--- src/hw/sys86_cfg.svh ---
`ifndef SYS86_CFG_SVH
`define SYS86_CFG_SVH

////////////////////////////////////////
// Clocking
////////////////////////////////////////

// clk_48m cycles per 6 MHz dot
`define PIX_DIV 8

////////////////////////////////////////
// Raster geometry, in pixels and lines
////////////////////////////////////////

`define H_TOTAL 384
`define H_ACTIVE 288
`define H_SYNC_START 304
`define H_SYNC_LEN 32

`define V_TOTAL 264
`define V_ACTIVE 224
`define V_SYNC_START 240
`define V_SYNC_LEN 8

////////////////////////////////////////
// Colour table
////////////////////////////////////////

// Two banks of 256 entries
`define PAL_DEPTH 512

// Low nibble of a see-through dot
`define TRANSPARENT_PEN 4'hF

`endif
--- src/hw/sys86_pkg.sv ---
`default_nettype none

`include "sys86_cfg.svh"

package sys86_pkg;

	////////////////////////////////////////
	// Beam and dot types
	////////////////////////////////////////

	// Horizontal or vertical beam position
	typedef logic [8:0] pos_t;

	// Colour index, from tile generator or back colour latch
	typedef logic [7:0] dot_t;

	////////////////////////////////////////
	// Colour table types
	////////////////////////////////////////

	// Bank bit above a dot index
	typedef logic [$clog2(`PAL_DEPTH)-1:0] clut_addr_t;

	// One 4-bit gun
	typedef logic [3:0] gun_t;

	// Palette word, red in the top nibble, blue at the bottom
	typedef logic [11:0] rgb_t;

endpackage

`default_nettype wire

--- src/hw/video_if.sv ---
`timescale 1ns/1ps
`default_nettype none

////////////////////////////////////////
// Timing to mixer
////////////////////////////////////////

interface beam_if;

	// One clk_48m cycle per dot
	logic pix_en;

	// Blanking, active high
	logic hblank;
	logic vblank;

	// Syncs, active low
	logic hsync_n;
	logic vsync_n;

	modport source (
		output pix_en,
		output hblank,
		output vblank,
		output hsync_n,
		output vsync_n
	);

	modport sink (
		input pix_en,
		input hblank,
		input vblank,
		input hsync_n,
		input vsync_n
	);

endinterface


`default_nettype wire

--- src/hw/video_timing.sv ---
`timescale 1ns/1ps
`default_nettype none

`include "sys86_cfg.svh"

module video_timing import sys86_pkg::*; (
	input  logic clk_48m,
	input  logic reset,
	output pos_t hpos,
	output pos_t vpos,
	beam_if.source beam
);

	// Divider width for the dot clock
	localparam int unsigned DIV_W = $clog2(`PIX_DIV);
	localparam logic [DIV_W-1:0] DIV_LAST = DIV_W'(`PIX_DIV - 1);

	// Raster limits as beam positions
	localparam pos_t H_LAST = pos_t'(`H_TOTAL - 1);
	localparam pos_t V_LAST = pos_t'(`V_TOTAL - 1);
	localparam pos_t H_ACT = pos_t'(`H_ACTIVE);
	localparam pos_t V_ACT = pos_t'(`V_ACTIVE);
	localparam pos_t HS_LO = pos_t'(`H_SYNC_START);
	localparam pos_t HS_HI = pos_t'(`H_SYNC_START + `H_SYNC_LEN);
	localparam pos_t VS_LO = pos_t'(`V_SYNC_START);
	localparam pos_t VS_HI = pos_t'(`V_SYNC_START + `V_SYNC_LEN);

	logic [DIV_W-1:0] div_cnt;
	pos_t h_next;
	pos_t v_next;

	// Position inside a half-open window
	function automatic logic in_span(pos_t p, pos_t lo, pos_t hi);
		return (p >= lo) && (p < hi);
	endfunction

	////////////////////////////////////////
	// 6 MHz dot enable
	////////////////////////////////////////

	// Pulse lands on the cycle after the divider's last count
	always_ff @(posedge clk_48m) begin
		if (reset) begin
			div_cnt <= '0;
			beam.pix_en <= 1'b0;
		end else begin
			if (div_cnt == DIV_LAST)
				div_cnt <= '0;
			else
				div_cnt <= div_cnt + 1'b1;
			beam.pix_en <= (div_cnt == DIV_LAST);
		end
	end

	////////////////////////////////////////
	// Beam counters
	////////////////////////////////////////

	// Position after the coming dot step
	always_comb begin
		h_next = hpos + 1'b1;
		v_next = vpos;
		if (hpos == H_LAST) begin
			h_next = '0;
			// Line wrap moves the beam down
			if (vpos == V_LAST)
				v_next = '0;
			else
				v_next = vpos + 1'b1;
		end
	end

	// Levels are compared on the next position
	// so they line up with hpos and vpos once registered
	always_ff @(posedge clk_48m) begin
		if (reset) begin
			hpos <= '0;
			vpos <= '0;
			// Top-left dot is visible and outside both syncs
			beam.hblank <= 1'b0;
			beam.vblank <= 1'b0;
			beam.hsync_n <= 1'b1;
			beam.vsync_n <= 1'b1;
		end else if (beam.pix_en) begin
			hpos <= h_next;
			vpos <= v_next;
			beam.hblank <= (h_next >= H_ACT);
			beam.vblank <= (v_next >= V_ACT);
			beam.hsync_n <= !in_span(h_next, HS_LO, HS_HI);
			beam.vsync_n <= !in_span(v_next, VS_LO, VS_HI);
		end
	end

	////////////////////////////////////////
	// Checks
	////////////////////////////////////////

	// Counter never runs past the line end
	a_hpos_range: assert property (@(posedge clk_48m) disable iff (reset)
		hpos < pos_t'(`H_TOTAL));

	// Dot enable is a single-cycle pulse
	a_pix_en_pulse: assert property (@(posedge clk_48m) disable iff (reset)
		beam.pix_en |=> !beam.pix_en);

endmodule

`default_nettype wire

--- src/flat_wrapper.sv ---
// flat-port wrapper written by rule: the top's interface ports become plain ports
module video_timing_flat import sys86_pkg::*;
  (clk_48m, reset, hpos, vpos, beam_pix_en, beam_hblank, beam_vblank, beam_hsync_n, beam_vsync_n);
  beam_if beam_i ();
  input  logic clk_48m;
  input  logic reset;
  output pos_t hpos;
  output pos_t vpos;
  output wire logic [$bits(beam_i.pix_en)-1:0] beam_pix_en;
  output wire logic [$bits(beam_i.hblank)-1:0] beam_hblank;
  output wire logic [$bits(beam_i.vblank)-1:0] beam_vblank;
  output wire logic [$bits(beam_i.hsync_n)-1:0] beam_hsync_n;
  output wire logic [$bits(beam_i.vsync_n)-1:0] beam_vsync_n;
  assign beam_pix_en = beam_i.pix_en;
  assign beam_hblank = beam_i.hblank;
  assign beam_vblank = beam_i.vblank;
  assign beam_hsync_n = beam_i.hsync_n;
  assign beam_vsync_n = beam_i.vsync_n;
  video_timing u_core (.clk_48m(clk_48m), .reset(reset), .hpos(hpos), .vpos(vpos), .beam(beam_i));
endmodule
--- config.mk ---
export PLATFORM = sky130hd
export DESIGN_NAME = video_timing_flat
export DESIGN_NICKNAME = d
export VERILOG_FILES = /design/src/hw/sys86_pkg.sv /design/src/hw/video_if.sv /design/src/hw/video_timing.sv /design/src/flat_wrapper.sv
export VERILOG_INCLUDE_DIRS = /design/src /design/src/hw
export SDC_FILE = /design/constraint.sdc
export NUM_CORES = 1
export LEC_CHECK = 0
export ABC_AREA = 0
export ABC_CLOCK_PERIOD_IN_PS = 3000
export BUFFER_PORTS_ARGS = -buffer_cell sky130_fd_sc_hd__buf_4
export CORE_ASPECT_RATIO = 1.75
export CORE_UTILIZATION = 44
export DETAILED_ROUTE_END_ITERATION = 10
export SLEW_MARGIN = 10
export SYNTH_ARGS = -nofsm -noshare
export SYNTH_HDL_FRONTEND = slang
export SYNTH_SLANG_ARGS = --single-unit
--- constraint.sdc ---
create_clock -name clk_48m -period 3 [get_ports clk_48m]
set_input_delay 0.15 -clock clk_48m [delete_from_list [all_inputs] [get_ports clk_48m]]
set_output_delay 0.15 -clock clk_48m [all_outputs]
set_load 0.03 [all_outputs]
# Word level (Yosys, flattened, before mapping)
# Cells that the tools add are included.
[classes] add_sub_neg=3 magnitude_cmp=6 n_eq_ne=3 mux=3 reduce_logical=5
[ops] cell="9-bit two-way mux" count=3
[ops] cell="9-bit by 1-bit adder with 9-bit output (second input constant)" count=2
[ops] cell="9-bit equality test (second input constant)" count=2
[ops] cell="9-bit by 8-bit greater-or-equal comparator with 1-bit output (second input constant)" count=2
[ops] cell="9-bit greater-or-equal comparator (second input constant)" count=2
[ops] cell="9-bit by 8-bit less-than comparator with 1-bit output (second input constant)" count=1
[ops] cell="9-bit less-than comparator (second input constant)" count=1
[ops] cell="3-bit by 1-bit adder with 3-bit output (second input constant)" count=1
[ops] cell="3-bit equality test (second input constant)" count=1
[ops] cell="1-bit logical AND" count=2
[ops] cell="1-bit logical NOT" count=2
[ops] cell="2-bit OR reduction" count=1
[word_totals] regBits=26 out_inout_bits=23 word_cells=28

# Logic depth before layout (Yosys ltp)
[depth] word_depth=6 ltp_mapped=8 mapped_depth_nobuf=6

# Least setup slack after synthesis
# OpenSTA, ideal clock, no wires.
[synth_timing] kind="reg-to-reg" from="register u_core.hpos[0]" to="register u_core.beam.vblank" setup_ps=134 arrival_time_ps=1818 required_time_ps=2866 setup_slack_ps=1049 stages_incl_launch_ff=7 period_less_slack_ps=1951 cell_sequence="dfxtp_1 > ha_1 > nand3_1 > nor3_4 > a21oi_1 > o31ai_1 > a211oi_1"
[synth_via] elab_chain_cells=3
[synth_rtl] element="from (decl)" line_no="video_timing.sv:9" text="output pos_t hpos,"
[synth_rtl] element="from (signal assigned)" line_no="video_timing.sv:85" text="hpos <= h_next;"
[synth_rtl] element="9-bit equality test" line_no="video_timing.sv:63" text="if (hpos == H_LAST) begin"
[synth_rtl] element="9-bit two-way mux" line_no="video_timing.sv:63"
[synth_rtl] element="9-bit by 8-bit greater-or-equal comparator with 1-bit output" line_no="video_timing.sv:88" text="beam.vblank <= (v_next >= V_ACT);"
[synth_rtl] element="to (signal assigned)" line_no="video_timing.sv:88"
[synth_rtl] element="to (decl)" line_no="video_if.sv:24" text="output vblank,"
# No other way between the ends.
# A chain may end at the register's enable or synchronous reset.

# Worst setup path in the final report
[layout_timing] from="register u_core.hpos[0]" to="register u_core.vpos[3]"
[layout_via] elab_chain_cells=2
[layout_rtl] element="9-bit equality test" line_no="video_timing.sv:63"
[layout_rtl] element="9-bit two-way mux" line_no="video_timing.sv:63"
[layout_rtl] element="to (signal assigned)" line_no="video_timing.sv:86" text="vpos <= v_next;"
[layout_rtl] element="to (decl)" line_no="video_timing.sv:10" text="output pos_t vpos,"
# No other way between the ends.

==> flow_summary.ini <==
[outcome]
outcome = finished clean

[global_route]
grt_antenna_before_repair = 0
met1_usage_pct = 27.90
grt_pass1_wl_um = 5968
use_met3_pct = 2.299
met2_usage_pct = 36.29
track_usage_pct = 22.07
grt_max_degree = 28
grt-ovfl-total = 0
grt_pass1_vias = 1279
grt.busiest_layer = met2

[cells_and_area]
diodes = 0
mostFrequentLayoutCell = dfxtp_1
most-common-layout-cells = dfxtp_1 (26), buf_4 (25), nor2_1 (24), a21oi_1 (13), o21ai_0 (11)
final_cell_area_um2 = 1732
area_growth_pct = 17.79
layout-drive-gt1-share_pct = 17.73
nets = 210

[clock_tree]
cts-root-buf = clkbuf_8
hold_buffers = 0
numCtsBuffers = 3
cts.path.max_buffers = 2
clk_pin_slew_worst_paths_ns = 0.10
cts_resized = 0
clock_sinks = 26
postCtsSetupBuffers = 0
cts_tree = yes
htreeDepth = 1
clkLatencyLatePin_ns = 0.28

[synthesis]
ys_types = 42
ys_seq_area_share_pct = 35.40
synthCells = 184
syn-cell-area_um2 = 1470
synth_ff_type = dfxtp_1
synth_async_sr_flop_share_pct = 0
synth_edf_count = 0
ys_ff_latch = 26
synth_fp_nets = 190
yosysWarnings = 0
avgSynthCellArea_um2 = 7.990

[place]
routabilityCongestion = 0.9372
placed_cell_area_um2 = 1660
hpwl_um = 2588
io_buffers = 24

[floorplan]
row_count = 27
die_h_um = 78.47
fp.dieArea_um2 = 3585
die_w_um = 45.70
core_area_um2 = 3176
num_io_pins = 25
start_util_pct = 46.30

[sta]
maxSlewHeadroom_pct = 67.64
post-route-period-util_pct = 71.26
fin_tns_setup_ns = 0
grt_setup_unrepaired = false
fin_crit_ns = 2.138
setup_viol = 0
holdWs_ns = 0.2270
report.final.slew_viol_count = 0
fin_skew_ns = 0.01124
hold_violations = 0
fmax_ghz = 0.4678
tightest_slew_ns = 0.4847

[pwr]
power.density_nw_per_um2 = 378.9
ir_worst_vdd_mv = 0.2835
leakage_uw = 0.0006252

[setup_path]
rrSetupSlack_ns = 0.86
worstPathRequired_ns = 3.22
cp_max_fo = 11
cp_slowest_cell = or4_1
crit_path_end_kind = register
critPathLaunch = u_core.hpos[0]$_SDFFE_PP0P_
critPathLaunchType = register
worst_path_largest_cell_delay_ns = 0.59
arrival_ns = 2.35
ff2ff_path_depth = 5
cp-endpoint = u_core.vpos[3]$_SDFFE_PP0P_
path_cells = ha_1 > and3_1 > nand4_1 > or4_1 > a21oi_1
critPathKind = reg -> reg
rr_startpoint = u_core.hpos[0]$_SDFFE_PP0P_
r2r_end = u_core.vpos[3]$_SDFFE_PP0P_

[routing]
wl_per_cell_um = 14.46
ant_nets = 0
drt_wl_total_um = 3558
drc = 0
via_count = 1435
drtIter0Drc = 68
via_per_inst = 5.833
first_pass_iters = 4

[job]
maxCapViolations = 0

[worst_hold_path]
hold_class = in -> reg
## report_power, final
group	total (uW)	internal, uW	leakage (uW)	switching [uW]
sequential	350	348	0.000210	1.58
combinational	13.4	5.05	0.000379	8.31
clock	293	179	0.0000357	114
## logic make-up (layout without fill, tap and decap cells)
logic type	Yosys count	in the layout	synth area share, %
adders and majority gates	4	4	3.404
and+or+nand+nor	90	90	33.62
DFF	26	26	35.40
AOI/OAI and AO/OA	39	39	15.91
muxes	5	5	3.574
buffers and inverters	14	33	4.510
xor gates and xnor gates	6	6	3.574
## worst min-delay path by stage
| stage | startpoint | endpoint | cells past startpoint |
|---|---|---|---|
| 5_1_grt | reset | u_core.hpos[2]$_SDFFE_PP0P_ | 2 |
| 3_5_place_dp | u_core.beam.hblank$_SDFFE_PP0P_ | u_core.beam.hblank$_SDFFE_PP0P_ | 2 |
| 4_1_cts | reset | u_core.hpos[2]$_SDFFE_PP0P_ | 2 |
| 6_report | reset | u_core.hpos[2]$_SDFFE_PP0P_ | 2 |
| 3_3_place_gp | u_core.div_cnt[0]$_SDFF_PP0_ | u_core.div_cnt[0]$_SDFF_PP0_ | 1 |
| 2_1_floorplan | u_core.div_cnt[0]$_SDFF_PP0_ | u_core.div_cnt[0]$_SDFF_PP0_ | 1 |
## Yosys cell counts, types with 5 or more instances
library cell / instances / area, um^2
a21oi_1: 13 / 65.06
clkbuf_1: 6 / 22.52
dfxtp_1: 26 / 520.5
nand2_1: 10 / 37.54
nand3_1: 9 / 45.04
nand4_1: 7 / 43.79
nor2_1: 24 / 90.09
nor4_1: 7 / 43.79
o21ai_0: 11 / 55.05
or3_1: 5 / 31.28
## metrics by stage
| stage | total power, uW | std cells | util, % | setup slack (ns) |
|---|---|---|---|---|
| 3_3_place_gp | 370.9 | 242 | 52.29 | 1.002 |
| 2_1_floorplan | 368.1 | 184 | - | 1.049 |
| 3_5_place_dp | 372.2 | 242 | 52.29 | 0.9157 |
| 4_1_cts | 661.7 | 246 | 54.53 | 0.8773 |
| 6_report | 656.2 | 246 | 54.53 | 0.8622 |
| 5_1_grt | 683.0 | 246 | 54.53 | 0.6613 |
## state kept, by name, indices dropped and copies added (netlist names)
register and flops:
u_core.beam.hblank 1, u_core.beam.hsync_n 1, u_core.beam.pix_en 1, u_core.beam.vblank 1
u_core.beam.vsync_n 1, u_core.div_cnt 3, u_core.hpos 9, u_core.vpos 9
## critical path, delay by kind of cell (launching register included)
kind / cells / cell delay, ns
simple gates: 3 / 1.25
fa+ha+maj: 1 / 0.24
compound gates: 1 / 0.14
flops: 1 / 0.44
## layer usage
metal | up-vias | wire length [um]
li1 | 715 | -
met5 | - | 0
met2 | 44 | 1823
met3 | 8 | 117
met1 | 668 | 1523
met4 | 0 | 93
## area by class of cell
class / instances / area (um^2)
Tap cell: 43 / 53.80
Clock inverter: 1 / 30.03
Sequential cell: 26 / 520.5
Inverter: 4 / 15.01
Multi-Input combinational cell: 144 / 883.3
Fill cell: 353 / 1444
Timing Repair Buffer: 25 / 187.7
Clock buffer: 3 / 41.29
(Power assumes the default switching activity.)
