[src/hw/sys86_cfg.svh]
`ifndef SYS86_CFG_SVH
`define SYS86_CFG_SVH

////////////////////////////////////////
// Clocking
////////////////////////////////////////

// clk_48m cycles per 6 MHz dot
`define PIX_DIV 8

////////////////////////////////////////
// Raster geometry, in pixels and lines
////////////////////////////////////////

`define H_TOTAL 384
`define H_ACTIVE 288
`define H_SYNC_START 304
`define H_SYNC_LEN 32

`define V_TOTAL 264
`define V_ACTIVE 224
`define V_SYNC_START 240
`define V_SYNC_LEN 8

////////////////////////////////////////
// Colour table
////////////////////////////////////////

// Two banks of 256 entries
`define PAL_DEPTH 512

// Low nibble of a see-through dot
`define TRANSPARENT_PEN 4'hF

`endif
[src/hw/sys86_pkg.sv]
`default_nettype none

`include "sys86_cfg.svh"

package sys86_pkg;

	////////////////////////////////////////
	// Beam and dot types
	////////////////////////////////////////

	// Horizontal or vertical beam position
	typedef logic [8:0] pos_t;

	// Colour index, from tile generator or back colour latch
	typedef logic [7:0] dot_t;

	////////////////////////////////////////
	// Colour table types
	////////////////////////////////////////

	// Bank bit above a dot index
	typedef logic [$clog2(`PAL_DEPTH)-1:0] clut_addr_t;

	// One 4-bit gun
	typedef logic [3:0] gun_t;

	// Palette word, red in the top nibble, blue at the bottom
	typedef logic [11:0] rgb_t;

endpackage

`default_nettype wire

[src/hw/video_if.sv]
`timescale 1ns/1ps
`default_nettype none

////////////////////////////////////////
// Timing to mixer
////////////////////////////////////////

interface beam_if;

	// One clk_48m cycle per dot
	logic pix_en;

	// Blanking, active high
	logic hblank;
	logic vblank;

	// Syncs, active low
	logic hsync_n;
	logic vsync_n;

	modport source (
		output pix_en,
		output hblank,
		output vblank,
		output hsync_n,
		output vsync_n
	);

	modport sink (
		input pix_en,
		input hblank,
		input vblank,
		input hsync_n,
		input vsync_n
	);

endinterface

////////////////////////////////////////
// Mixer to palette
////////////////////////////////////////

interface color_if import sys86_pkg::*; ();

	logic pix_en;

	// Bank bit and chosen index, zero on blanked dots
	clut_addr_t clut_addr;

	// Blank bits kept apart for the board outputs
	logic hblank;
	logic vblank;

	logic hsync_n;
	logic vsync_n;

	modport source (
		output pix_en,
		output clut_addr,
		output hblank,
		output vblank,
		output hsync_n,
		output vsync_n
	);

	modport sink (
		input pix_en,
		input clut_addr,
		input hblank,
		input vblank,
		input hsync_n,
		input vsync_n
	);

endinterface

`default_nettype wire

[src/hw/pixel_mixer.sv]
`timescale 1ns/1ps
`default_nettype none

`include "sys86_cfg.svh"

module pixel_mixer import sys86_pkg::*; (
	input  logic clk_48m,
	input  logic reset,
	beam_if.sink beam,
	input  dot_t dot,
	input  logic bank,
	input  logic backcolor_we,
	input  dot_t md,
	color_if.source mix
);

	dot_t backcolor;
	dot_t dot_sel;
	logic blank_in;

	////////////////////////////////////////
	// Back colour latch
	////////////////////////////////////////

	// CPU write from the master data bus
	always_ff @(posedge clk_48m) begin
		if (reset)
			backcolor <= '0;
		else if (backcolor_we)
			backcolor <= md;
	end

	////////////////////////////////////////
	// Dot selection
	////////////////////////////////////////

	// See-through pen shows the back colour
	always_comb begin
		if (dot[3:0] == `TRANSPARENT_PEN)
			dot_sel = backcolor;
		else
			dot_sel = dot;
	end

	assign blank_in = beam.hblank | beam.vblank;

	// Palette stage steps with the same dot clock
	assign mix.pix_en = beam.pix_en;

	////////////////////////////////////////
	// Mixer register
	////////////////////////////////////////

	always_ff @(posedge clk_48m) begin
		if (reset) begin
			mix.clut_addr <= '0;
			mix.hblank <= 1'b0;
			mix.vblank <= 1'b0;
			mix.hsync_n <= 1'b1;
			mix.vsync_n <= 1'b1;
		end else if (beam.pix_en) begin
			// Bank bit on top, blanked dots point at entry zero
			mix.clut_addr <= blank_in ? '0 : {bank, dot_sel};
			mix.hblank <= beam.hblank;
			mix.vblank <= beam.vblank;
			mix.hsync_n <= beam.hsync_n;
			mix.vsync_n <= beam.vsync_n;
		end
	end

	// Blanked dots never address the colour table
	a_blank_addr: assert property (@(posedge clk_48m) disable iff (reset)
		(mix.hblank || mix.vblank) |-> (mix.clut_addr == '0));

endmodule

`default_nettype wire

[src/flat_wrapper.sv]
// flat-port wrapper written by rule: the top's interface ports become plain ports
module pixel_mixer_flat import sys86_pkg::*;
  (clk_48m, reset, dot, bank, backcolor_we, md, beam_pix_en, beam_hblank, beam_vblank, beam_hsync_n, beam_vsync_n, mix_pix_en, mix_clut_addr, mix_hblank, mix_vblank, mix_hsync_n, mix_vsync_n);
  beam_if beam_i ();
  color_if mix_i ();
  input  logic clk_48m;
  input  logic reset;
  input  dot_t dot;
  input  logic bank;
  input  logic backcolor_we;
  input  dot_t md;
  input wire logic [$bits(beam_i.pix_en)-1:0] beam_pix_en;
  input wire logic [$bits(beam_i.hblank)-1:0] beam_hblank;
  input wire logic [$bits(beam_i.vblank)-1:0] beam_vblank;
  input wire logic [$bits(beam_i.hsync_n)-1:0] beam_hsync_n;
  input wire logic [$bits(beam_i.vsync_n)-1:0] beam_vsync_n;
  output wire logic [$bits(mix_i.pix_en)-1:0] mix_pix_en;
  output wire logic [$bits(mix_i.clut_addr)-1:0] mix_clut_addr;
  output wire logic [$bits(mix_i.hblank)-1:0] mix_hblank;
  output wire logic [$bits(mix_i.vblank)-1:0] mix_vblank;
  output wire logic [$bits(mix_i.hsync_n)-1:0] mix_hsync_n;
  output wire logic [$bits(mix_i.vsync_n)-1:0] mix_vsync_n;
  assign beam_i.pix_en = beam_pix_en;
  assign beam_i.hblank = beam_hblank;
  assign beam_i.vblank = beam_vblank;
  assign beam_i.hsync_n = beam_hsync_n;
  assign beam_i.vsync_n = beam_vsync_n;
  assign mix_pix_en = mix_i.pix_en;
  assign mix_clut_addr = mix_i.clut_addr;
  assign mix_hblank = mix_i.hblank;
  assign mix_vblank = mix_i.vblank;
  assign mix_hsync_n = mix_i.hsync_n;
  assign mix_vsync_n = mix_i.vsync_n;
  pixel_mixer u_core (.clk_48m(clk_48m), .reset(reset), .beam(beam_i), .dot(dot), .bank(bank), .backcolor_we(backcolor_we), .md(md), .mix(mix_i));
endmodule
[config.mk]
export PLATFORM = sky130hd
export DESIGN_NAME = pixel_mixer_flat
export DESIGN_NICKNAME = d
export VERILOG_FILES = /design/src/hw/sys86_pkg.sv /design/src/hw/video_if.sv /design/src/hw/pixel_mixer.sv /design/src/flat_wrapper.sv
export VERILOG_INCLUDE_DIRS = /design/src /design/src/hw
export SDC_FILE = /design/constraint.sdc
export NUM_CORES = 1
export LEC_CHECK = 0
export ABC_AREA = 1
export BUFFER_PORTS_ARGS = -buffer_cell sky130_fd_sc_hd__buf_2
export CORE_ASPECT_RATIO = 0.7
export CORE_MARGIN = 1.5
export CORE_UTILIZATION = 36
export CTS_CLUSTER_SIZE = 20
export DETAILED_ROUTE_END_ITERATION = 10
export GPL_TIMING_DRIVEN = 0
export PLACE_DENSITY = 0.65
export SYNTH_ARGS = -nofsm -noshare
export SYNTH_HDL_FRONTEND = slang
export SYNTH_SLANG_ARGS = --single-unit
[constraint.sdc]
create_clock -name clk_48m -period 0.8 [get_ports clk_48m]
set_input_delay 0.08 -clock clk_48m [delete_from_list [all_inputs] [get_ports clk_48m]]
set_output_delay 0.08 -clock clk_48m [all_outputs]
set_load 0.005 [all_outputs]
### After elaboration in Yosys (flattened, before gate mapping)

Index checks and enable logic that the tools add are counted.

* flip-flop bits (word level): 21
* input port bits: 25
* output and inout port bits: 14

* equal/unequal tests: 1
* muxes and demuxes: 2
* bitwise operators: 1

Operator list (number)
* $mux 9: 1
* $mux 8: 1
* $eq 4x4->1 const B: 1
* $or 1x1->1: 1

### Longest topological paths before layout

Gate-level depths: netlist of the first run.

* depth in word-level cells: 3
* mapped depth: 6
* gate-level depth less buffers: 6

### Least setup slack after synthesis of the first run

OpenSTA, ideal clock, no wires.

* kind: reg2reg
* from: register u_core.backcolor[3]
* to: register u_core.mix.clut_addr[3]
* library setup time: 0.132 ns
* arrival: 0.533 ns
* required time: 0.668 ns
* slack: 0.135 ns
* cell stages (with the launch flop): 5
* cell sequence: dfxtp_1 nor2_1 nand2_1 nand3_1 a21oi_1

* cells in the longest elaborated chain, start to end: 2

RTL lines
* start, declared: RTL line pixel_mixer.sv:17 `dot_t backcolor;`
* start signal, assigned: RTL line pixel_mixer.sv:30 `backcolor <= md;`
* $mux 8: RTL line pixel_mixer.sv:39 `` if (dot[3:0] == `TRANSPARENT_PEN) ``
* $mux 9: RTL line pixel_mixer.sv:63 `mix.clut_addr <= blank_in ? '0 : {bank, dot_sel};`
* end signal, assigned: RTL line pixel_mixer.sv:63
* end, declared: RTL line video_if.sv:59 `output clut_addr,`

Every way passes these cells.
A chain may end at the register's enable or synchronous reset.

### Worst setup path after layout of the first run

* from: register u_core.mix.clut_addr[1]
* to: output mix_clut_addr[1]

RTL lines
* end, declared: RTL line flat_wrapper.sv:18 `output wire logic [$bits(mix_i.clut_addr)-1:0] mix_clut_addr;`

No word-level cell between the ends.

==> results.json, run 1 <==
{
  "fillers": 244,
  "finalCriticalPeriod_ns": 0.836,
  "timing.final.max_slew_violations": 0,
  "syn_avg_cell_area_um2": 7.29,
  "floorplan.rows": 14,
  "arrival_ns": 0.76,
  "setup.reg_to_reg.worst_slack_ns": 0.04,
  "grt_antenna_before_repair": 0,
  "power_density_mw_per_mm2": 1580,
  "drt-pass1-iter-count": 4,
  "postRouteAntennaNets": 0,
  "min_from": "md[3]",
  "maxCapViolCount": 0,
  "cts-root-to-sink-buffers": 2,
  "p_total_mw": 1.92,
  "rsz0062_at_grt": "true",
  "placement.setup.worst_slack_ns": -0.0662,
  "area.sequential_um2": 438,
  "routedWlPerCell_um": 9.95,
  "run_status": "finished, violations left",
  "detailroute.via_count": 878,
  "postSynthRegisterBits": 21,
  "grt_most_used_layer": "met2",
  "globalRouteTotalUtil": 0.158,
  "post_dp_area_mm2": 0.00109,
  "timing.final.hold_violations": 1,
  "yosys_warnings": 0,
  "first_iter_violations": 27,
  "tritoncts": "built",
  "layout_setup_ws_ns": -0.0357,
  "vias_in_the_first_global_route": 771,
  "power.static_leakage_nw": 0.593,
  "timing.critical_path.slowest_stage_cell": "sky130_fd_sc_hd__dfxtp_2",
  "port_buffers": 37,
  "timing.setup.critical_path_class": "flop to primary output",
  "nNetsFinal": 192,
  "synthDistinctLibCells": 16,
  "crit_chain": "buf_2",
  "timing.slew.headroom": 0.689,
  "placed_cells": 188,
  "viasPerCell": 4.43,
  "die_w_um": 61.7,
  "drive_above_1_share": 0.422,
  "multi_input_gate_area_in_the_final_layout_um2": 350,
  "critPathRequiredTime_ns": 0.72,
  "syn_nets": 144,
  "final.period_utilization": 1.04,
  "crit_path_end_kind": "primary output",
  "netlist_instances": 119,
  "crit_path_max_fanout": 2,
  "finalHoldWorstSlack_ns": -0.00256,
  "share_of_the_yosys_chip_area_belonging_to_registers": 0.485,
  "place.gp.congestion": 0.743,
  "hold_class": "primary input to flop",
  "fp.dieArea_mm2": 0.00272,
  "flow.area_growth_from_synthesis_pct": 40.5,
  "overflow": 0,
  "vdd_drop_max_mv": 0.751,
  "detail_route.wirelength_mm": 1.97,
  "clk_pin_slew_ns": 0.11,
  "worst_path_top_cell_family_by_delay": "flip-flops",
  "mappedNetlistArea_um2": 867,
  "post_route_drc_violation_count": 0,
  "global_route.usage.met3": 0.0643,
  "floorplan.io_pins": 39,
  "finalSetupViolCount": 13,
  "fin_worst_skew_ns": 0.000733,
  "cts_buffers": 3,
  "final-instance-count-excl-fill": 198,
  "cts_htree_levels": 1,
  "dieHeight_um": 44.1,
  "worst_pin_slew_ns": 0.467,
  "cp_slowest_stage_delay_ns": 0.34,
  "stdcell_area_mm2": 0.00122,
  "startpoint": "u_core.mix.clut_addr[1]",
  "dp_hpwl_mm": 1.53,
  "critical_path_buf_inv_count": 1,
  "failed_checks": "hold timing, setup timing",
  "global_route.usage.met1": 0.210,
  "start_util": 0.393,
  "grt_max_degree": 12,
  "clk_root_buffer_cell": "sky130_fd_sc_hd__clkbuf_4",
  "antenna_cells": 0,
  "clock_sinks": 21,
  "use_met2": 0.246,
  "clock_latency_on_the_worst_skew_pair_ns": 0.30,
  "maxClockFrequency_mhz": 1200,
  "grt_pass1_wl_mm": 3.11,
  "crit-reg2reg-launch": "u_core.backcolor[3]",
  "floorplan.core_area_mm2": 0.00221,
  "worst_setup_start_kind": "flop"
}
## timing repair
action | in CTS | in global routing
endpoints found under the hold margin | 4 | 0
hold buffers | 5 | 0
resized for setup | 13 | 6
buffers inserted | 1 | 0
endpoints found under the setup margin | 13 | 15
gates cloned | 0 | 0
## path summary, 6_finish.rpt
kind	to	depth (start not counted)
worst min register to register	u_core.mix.vsync_n	2
worst max-delay path	mix_clut_addr[1]	1
worst max register to register	u_core.mix.clut_addr[3]	4
worst min-delay path	u_core.backcolor[3]	3
## cell type report
cell class,count,area share
Timing Repair Buffer,43,0.204
Tap cell,32,0.0329
Buffer,6,0.0318
Clock buffer,4,0.0216
Sequential cell,21,0.359
Inverter,20,0.0626
Multi-Input combinational cell,72,0.287
## logic make-up (layout without fill, tap and decap cells)
| logic type | Yosys count | count (layout) | synth area share |
|---|---|---|---|
| AND/OR/NAND/NOR | 45 | 45 | 0.224 |
| AO/OA/AOI/OAI | 27 | 27 | 0.159 |
| buffers and inverters | 26 | 73 | 0.133 |
| flip-flops | 21 | 21 | 0.485 |
## worst min-delay path, stage by stage
cell and delay (ns):
sky130_fd_sc_hd__buf_2 0.07, sky130_fd_sc_hd__nor2_1 0.03, sky130_fd_sc_hd__nor2_1 0.08
## synthesized netlist by cell type
cell type | number | area, µm²
sky130_fd_sc_hd__a211oi_1 | 1 | 7.51
sky130_fd_sc_hd__a21oi_1 | 17 | 85.1
sky130_fd_sc_hd__buf_2 | 1 | 5.00
sky130_fd_sc_hd__buf_4 | 4 | 30.0
sky130_fd_sc_hd__clkbuf_1 | 1 | 3.75
sky130_fd_sc_hd__clkinv_2 | 1 | 5.00
sky130_fd_sc_hd__dfxtp_1 | 21 | 420
sky130_fd_sc_hd__inv_1 | 16 | 60.1
sky130_fd_sc_hd__inv_2 | 3 | 11.3
sky130_fd_sc_hd__nand2_1 | 25 | 93.8
sky130_fd_sc_hd__nand2_2 | 1 | 6.26
sky130_fd_sc_hd__nand3_1 | 13 | 65.1
sky130_fd_sc_hd__nand3_2 | 1 | 10.0
sky130_fd_sc_hd__nor2_1 | 5 | 18.8
sky130_fd_sc_hd__o21ai_0 | 7 | 35.0
sky130_fd_sc_hd__o21ai_1 | 2 | 10.0
## report_power, final
part | switching [mW] | internal [mW] | total, mW
registers | 0.0196 | 1.10 | 1.12
logic | 0.153 | 0.142 | 0.295
clock network | 0.310 | 0.195 | 0.505
## state kept, by name (all words and copies together) (netlist names)
register              cells
u_core.mix.hblank         1
u_core.mix.clut_addr      9
u_core.backcolor          8
u_core.mix.hsync_n        1
u_core.mix.vsync_n        1
u_core.mix.vblank         1
## per-stage QoR
stage / setup TNS, ns / util
CTS: -0.563 / 0.540
finish: -0.395 / 0.552
global placement: -0.145 / 0.495
floorplan: 0 / -
global route: -0.886 / 0.552
detailed placement: -0.246 / 0.495
## layout by cell type (no fill, tap or decap), drive strengths merged
| cell type | n |
|---|---|
| clkbuf | 5 |
| dfxtp | 21 |
| o21ai | 9 |
| inv | 19 |
| nor2 | 5 |
| clkinv | 1 |
| nand3 | 14 |
| a21oi | 17 |
| buf | 43 |
| a211oi | 1 |
| dlygate4sd3 | 5 |
| nand2 | 26 |
## routing by layer
metal  part of all wire  wire (µm)
met1               0.50        994
met2               0.41        813
met3              0.078        153
met4             0.0051         10
met5                  0          0
Note: power is estimated with default switching activity, not from simulation.
==> run 2, diff against run 1 <==
--- a/config.mk
+++ b/config.mk
@@ -10,11 +10,11 @@
 export BUFFER_PORTS_ARGS = -buffer_cell sky130_fd_sc_hd__buf_2
 export CORE_ASPECT_RATIO = 0.7
 export CORE_MARGIN = 1.5
-export CORE_UTILIZATION = 36
+export CORE_UTILIZATION = 45
 export CTS_CLUSTER_SIZE = 20
 export DETAILED_ROUTE_END_ITERATION = 10
 export GPL_TIMING_DRIVEN = 0
-export PLACE_DENSITY = 0.65
+export PLACE_DENSITY = 0.78
 export SYNTH_ARGS = -nofsm -noshare
 export SYNTH_HDL_FRONTEND = slang
 export SYNTH_SLANG_ARGS = --single-unit
==> constraint.sdc (replaced) <==
create_clock -name clk_48m -period 0.89 [get_ports clk_48m]
set_input_delay 0.089 -clock clk_48m [delete_from_list [all_inputs] [get_ports clk_48m]]
set_output_delay 0.089 -clock clk_48m [all_outputs]
set_load 0.005 [all_outputs]
==> run 2 against run 1 <==
Effect of this change:
- die area decreased by 19%
- the run now ends clean
- setup slack improved by 0.072 ns
- worst hold slack improved by 0.014 ns
- clock power decreased by 6.9%
- sequential cell count unchanged
- combinational power decreased by 12%
- design area decreased by 4.7%
- power decreased by 9.5%
- register-to-register slack improved by 0.08 ns
- global-route usage increased by 4.2 points
- final cell count decreased by 7.1%
- non-clock buffer count decreased by 4
- highest routed layer unchanged
==> results.json, run 2 (same netlist as run 1, synthesis figures left out) <==
{
  "worst_setup_start_kind": "flop",
  "arrival_ns": 0.76,
  "power.static_leakage_nw": 0.575,
  "timing.final.max_slew_violations": 0,
  "critical_path_depth": 1,
  "drt-pass1-iter-count": 4,
  "power_report.internal_total_mw": 1.28,
  "routedWlPerCell_um": 11.3,
  "power.share.combinational": 0.149,
  "place.gp.congestion": 0.786,
  "floorplan.core_area_mm2": 0.00184,
  "switching_share": 0.262,
  "r2r_cells": 4,
  "drive_above_1_share": 0.383,
  "finalSetupViolCount": 0,
  "timing.final.hold_violations": 0,
  "layout_setup_ws_ns": 0.0362,
  "overflow": 0,
  "power_density_mw_per_mm2": 1500,
  "grt_antenna_before_repair": 0,
  "fillers": 183,
  "timing.critical_path.slowest_stage_cell": "sky130_fd_sc_hd__dfxtp_2",
  "rsz0062_at_grt": "true",
  "port_buffers": 37,
  "maxCapViolCount": 0,
  "power.sequential.fraction": 0.581,
  "largest_regs": "u_core.mix.clut_addr (9), u_core.backcolor (8)",
  "setup_total_negative_slack_ns": 0,
  "hold_class": "primary input to flop",
  "post_route_drc_violation_count": 0,
  "globalRouteTotalUtil": 0.199,
  "die_w_um": 55.5,
  "timing.setup.critical_path_class": "flop to primary output",
  "most-common-layout-cells": "35 x sky130_fd_sc_hd__buf_2, 25 x sky130_fd_sc_hd__nand2_1, 17 x sky130_fd_sc_hd__a21oi_1, 16 x sky130_fd_sc_hd__inv_1, 13 x sky130_fd_sc_hd__nand3_1",
  "top_register": "u_core.mix.clut_addr",
  "final.period_utilization": 0.959,
  "p_total_mw": 1.74,
  "finalHoldWorstSlack_ns": 0.0117,
  "fp.dieArea_mm2": 0.00220,
  "critical_path_buf_inv_count": 1,
  "clk_root_buffer_cell": "sky130_fd_sc_hd__clkbuf_4",
  "post_dp_area_mm2": 0.00108,
  "cts-root-to-sink-buffers": 2,
  "dp_hpwl_mm": 1.55,
  "floorplan.rows": 13,
  "final-instance-count-excl-fill": 184,
  "clock_latency_on_the_worst_skew_pair_ns": 0.31,
  "nNetsFinal": 188,
  "vdd_drop_max_mv": 1.24,
  "vias_in_the_first_global_route": 737,
  "viasPerCell": 4.78,
  "detail_route.wirelength_mm": 2.08,
  "crit_chain": "buf_6",
  "crit-reg2reg-launch": "u_core.backcolor[3]",
  "worst_pin_slew_ns": 0.440,
  "stdcell_area_mm2": 0.00116,
  "maxClockFrequency_mhz": 1170,
  "run_status": "finished, final reports clean",
  "power_switching_mw": 0.456,
  "largest_register_ffs": 9,
  "placed_cells": 178,
  "grt_pass1_wl_mm": 3.23,
  "cts_htree_levels": 1,
  "cts_buffers": 3,
  "clock_sinks": 21,
  "tritoncts": "built",
  "min_from": "bank",
  "setup.reg_to_reg.worst_slack_ns": 0.12,
  "antenna_cells": 0,
  "postRouteAntennaNets": 0,
  "floorplan.io_pins": 39,
  "clock_power_share": 0.270,
  "worst_path_top_cell_family_by_delay": "flip-flops",
  "first_iter_violations": 28,
  "clk_pin_slew_ns": 0.12,
  "timing.slew.headroom": 0.706,
  "layout.cells.most_common": "sky130_fd_sc_hd__buf_2",
  "fin_worst_skew_ns": 0.00447,
  "crit_path_end_kind": "primary output",
  "holdPathStages": 3,
  "utilization": 0.632,
  "detailroute.via_count": 880,
  "critPathRequiredTime_ns": 0.80,
  "placement.setup.worst_slack_ns": 0.0294,
  "grt_max_degree": 14,
  "start_util": 0.472,
  "cp_slowest_stage_delay_ns": 0.35,
  "startpoint": "u_core.mix.hblank",
  "dieHeight_um": 39.7,
  "finalCriticalPeriod_ns": 0.854,
  "flow.area_growth_from_synthesis_pct": 33.9,
  "crit_path_max_fanout": 2
}
==> run 2: cell types whose count changed in the layout (fill, tap and decap cells not counted), moves of 2 or more <==
| cell | delta |
|---|---|
| sky130_fd_sc_hd__dfxtp_1 | +4 |
| sky130_fd_sc_hd__dfxtp_2 | -4 |
| sky130_fd_sc_hd__dlygate4sd3_1 | -3 |
| sky130_fd_sc_hd__buf_2 | -2 |
| sky130_fd_sc_hd__buf_6 | +2 |
| sky130_fd_sc_hd__nand3_1 | +2 |
| sky130_fd_sc_hd__nand3_2 | -2 |
==> run 2: power by group through the flow <==
stage / logic (mW) / registers, mW / clock network [mW]
global route: 0.293 / 1.02 / 0.528
floorplan: 0.131 / 1.03 / 0
CTS: 0.251 / 1.01 / 0.493
detailed placement: 0.243 / 1.03 / 0
global placement: 0.233 / 1.02 / 0
finish: 0.260 / 1.01 / 0.470
==> run 2: cell type report <==
class / count / area, µm² / area share
tap: 22 / 27.5 / 0.0237
clock buffer: 3 / 22.5 / 0.0194
inverter: 20 / 76.3 / 0.0657
clock inverter: 1 / 7.51 / 0.00647
sequential: 21 / 433 / 0.373
buffer: 6 / 38.8 / 0.0334
timing repair buffer: 39 / 224 / 0.193
multi-input combinational: 72 / 332 / 0.286
==> run 2: worst paths after layout <==
check | endpoint
max | mix_hblank
min | u_core.mix.clut_addr[8]
max reg2reg | u_core.mix.clut_addr[3]
min reg2reg | u_core.mix.hsync_n
==> run 2: layer usage <==
metal / GRT usage / part of all wire / up-vias
li1: - / - / 461
met1: 0.250 / 0.47 / 387
met2: 0.324 / 0.45 / 30
met3: 0.0825 / 0.077 / 2
met4: 0.0427 / 0.0034 / 0
met5: 0 / 0 / -
==> run 2: worst min-delay path: cells and delay by family <==
kind                   cells  cell delay [ns]
AOI/OAI and AO/OA          1             0.05
buffers and inverters      1             0.10
and+or+nand+nor            1             0.05
==> run 2: what timing repair did <==
action	CTS	global route
setup endpoints to repair	0	10
setup buffers	0	0
hold endpoints to repair	2	0
gates resized for setup	0	13
hold buffers	2	0
==> run 3, diff against run 2 <==
==> constraint.sdc (replaced) <==
create_clock -name clk_48m -period 0.8 [get_ports clk_48m]
set_input_delay 0.08 -clock clk_48m [delete_from_list [all_inputs] [get_ports clk_48m]]
set_output_delay 0.08 -clock clk_48m [all_outputs]
set_load 0.005 [all_outputs]
==> run 3 against run 2 <==
Effect of this change:
- largest power group unchanged
- critical endpoint is now mix_vsync_n
- first-iteration DRC count is 25% lower
- non-clock buffer count is 4 higher
- global-route usage is 0.15 points higher
- critical path type unchanged
- sequential share of layout area is 1.5 points lower
- the run now ends with setup timing left
==> results.json, run 3 (same netlist as run 1, synthesis figures left out) <==
{
  "first_iter_violations": 21,
  "cts_htree_levels": 1,
  "largest_regs": "u_core.mix.clut_addr (9), u_core.backcolor (8)",
  "clock_sinks": 21,
  "rsz0062_at_grt": "true",
  "maxClockFrequency_mhz": 1180,
  "tritoncts": "built",
  "clk_root_buffer_cell": "sky130_fd_sc_hd__clkbuf_4",
  "floorplan.rows": 13,
  "crit_path_end_kind": "primary output",
  "clock_latency_on_the_worst_skew_pair_ns": 0.31,
  "stdcell_area_mm2": 0.00122,
  "run_status": "finished, violations left",
  "arrival_ns": 0.77,
  "crit_chain": "buf_6",
  "dp_hpwl_mm": 1.55,
  "floorplan.io_pins": 39,
  "layout.cells.most_common": "sky130_fd_sc_hd__buf_2",
  "p_total_mw": 1.96,
  "nNetsFinal": 192,
  "fin_worst_skew_ns": 0.00619,
  "switching_share": 0.262,
  "most-common-layout-cells": "32 x sky130_fd_sc_hd__buf_2, 25 x sky130_fd_sc_hd__nand2_1, 17 x sky130_fd_sc_hd__a21oi_1, 16 x sky130_fd_sc_hd__inv_1, 14 x sky130_fd_sc_hd__dfxtp_2",
  "globalRouteTotalUtil": 0.201,
  "failed_checks": "setup timing",
  "port_buffers": 37,
  "grt_pass1_wl_mm": 3.24,
  "fp.dieArea_mm2": 0.00220,
  "routedWlPerCell_um": 11.5,
  "place.gp.congestion": 0.786,
  "timing.setup.critical_path_class": "flop to primary output",
  "final.period_utilization": 1.06,
  "timing.final.max_slew_violations": 0,
  "viasPerCell": 4.76,
  "power_report.internal_total_mw": 1.45,
  "critical_path_buf_inv_count": 1,
  "detail_route.wirelength_mm": 2.16,
  "dieHeight_um": 39.7,
  "flow.area_growth_from_synthesis_pct": 41.0,
  "worst_pin_slew_ns": 0.433,
  "power.static_leakage_nw": 0.597,
  "postRouteAntennaNets": 0,
  "grt_antenna_before_repair": 0,
  "timing.slew.headroom": 0.711,
  "cts-root-to-sink-buffers": 2,
  "critPathRequiredTime_ns": 0.72,
  "drt-pass1-iter-count": 4,
  "power_switching_mw": 0.513,
  "post_dp_area_mm2": 0.00108,
  "clock_power_share": 0.267,
  "crit_path_max_fanout": 2,
  "detailroute.via_count": 895,
  "die_w_um": 55.5,
  "clk_pin_slew_ns": 0.12,
  "power_density_mw_per_mm2": 1600,
  "post_route_drc_violation_count": 0,
  "finalSetupViolCount": 13,
  "start_util": 0.472,
  "worst_path_top_cell_family_by_delay": "flip-flops",
  "finalCriticalPeriod_ns": 0.850,
  "timing.final.hold_violations": 0,
  "maxCapViolCount": 0,
  "cp_slowest_stage_delay_ns": 0.35,
  "drive_above_1_share": 0.416,
  "antenna_cells": 0,
  "top_register": "u_core.mix.clut_addr",
  "grt_max_degree": 14,
  "power.sequential.fraction": 0.576,
  "cts_buffers": 3,
  "layout_setup_ws_ns": -0.0503,
  "largest_register_ffs": 9,
  "overflow": 0,
  "vdd_drop_max_mv": 1.38,
  "setup_total_negative_slack_ns": -0.465,
  "hold_class": "primary input to flop",
  "timing.critical_path.slowest_stage_cell": "sky130_fd_sc_hd__dfxtp_2",
  "power.share.combinational": 0.158,
  "worst_setup_start_kind": "flop",
  "vias_in_the_first_global_route": 740,
  "floorplan.core_area_mm2": 0.00184
}
-- run 3: cell types whose count changed in the layout (fill, tap and decap cells not counted), moves of 2 or more --
cell                            before  now
sky130_fd_sc_hd__dfxtp_2            10   14
sky130_fd_sc_hd__dfxtp_1            11    7
sky130_fd_sc_hd__buf_6               3    6
sky130_fd_sc_hd__buf_2              35   32
sky130_fd_sc_hd__dlygate4sd3_1       2    4
sky130_fd_sc_hd__buf_4               4    6
-- run 3: stage by stage --
| step | util | instances | setup slack, ns | hold WS [ns] |
|---|---|---|---|---|
| floorplan | - | 119 | 0.135 | 0.206 |
| global route | 0.665 | 188 | -0.0841 | 0.0223 |
| detailed placement | 0.587 | 178 | -0.0516 | 0.308 |
| finish | 0.665 | 188 | -0.0503 | 0.0138 |
| CTS | 0.636 | 186 | -0.0549 | 0.00380 |
| global placement | 0.587 | 178 | -0.0339 | 0.301 |
-- run 3: worst paths after layout --
check / slack [ns] / end / start / depth (start not counted)
min reg2reg: 0.47 / u_core.mix.hsync_n / u_core.mix.hsync_n / 2
min: 0.01 / u_core.backcolor[3] / md[3] / 3
max reg2reg: 0.04 / u_core.mix.clut_addr[2] / u_core.backcolor[2] / 4
max: -0.05 / mix_vsync_n / u_core.mix.vsync_n / 1
-- run 3: repair_timing --
| item | 4_1_cts | 5_1_grt |
|---|---|---|
| buffers inserted | 0 | 2 |
| resized for setup | 12 | 9 |
| hold endpoints to repair | 4 | 0 |
| setup endpoints to repair | 13 | 14 |
| hold buffers | 4 | 0 |
| pin swaps | 0 | 1 |
-- run 3: power by group through the flow --
stage	logic (mW)	registers (mW)	clock network, mW
3_5_place_dp	0.270	1.14	0
4_1_cts	0.290	1.12	0.549
5_1_grt	0.346	1.13	0.588
3_3_place_gp	0.259	1.14	0
6_report	0.309	1.13	0.523
2_1_floorplan	0.146	1.14	0
-- run 3: cell type report --
cell class                      count  area [µm²]
Sequential cell                    21         438
Clock inverter                      1        7.51
Inverter                           20        76.3
Fill cell                         176         616
Multi-Input combinational cell     72         334
Buffer                              6        38.8
Clock buffer                        3        22.5
Tap cell                           22        27.5
Timing Repair Buffer               43         278
-- run 3: layer usage --
layer / vias up / GRT usage / routed length [µm]
met5: - / 0 / 0
met4: 0 / 0.0488 / 21
met3: 5 / 0.0792 / 132
met2: 27 / 0.336 / 990
met1: 395 / 0.246 / 1010
li1: 468 / - / -
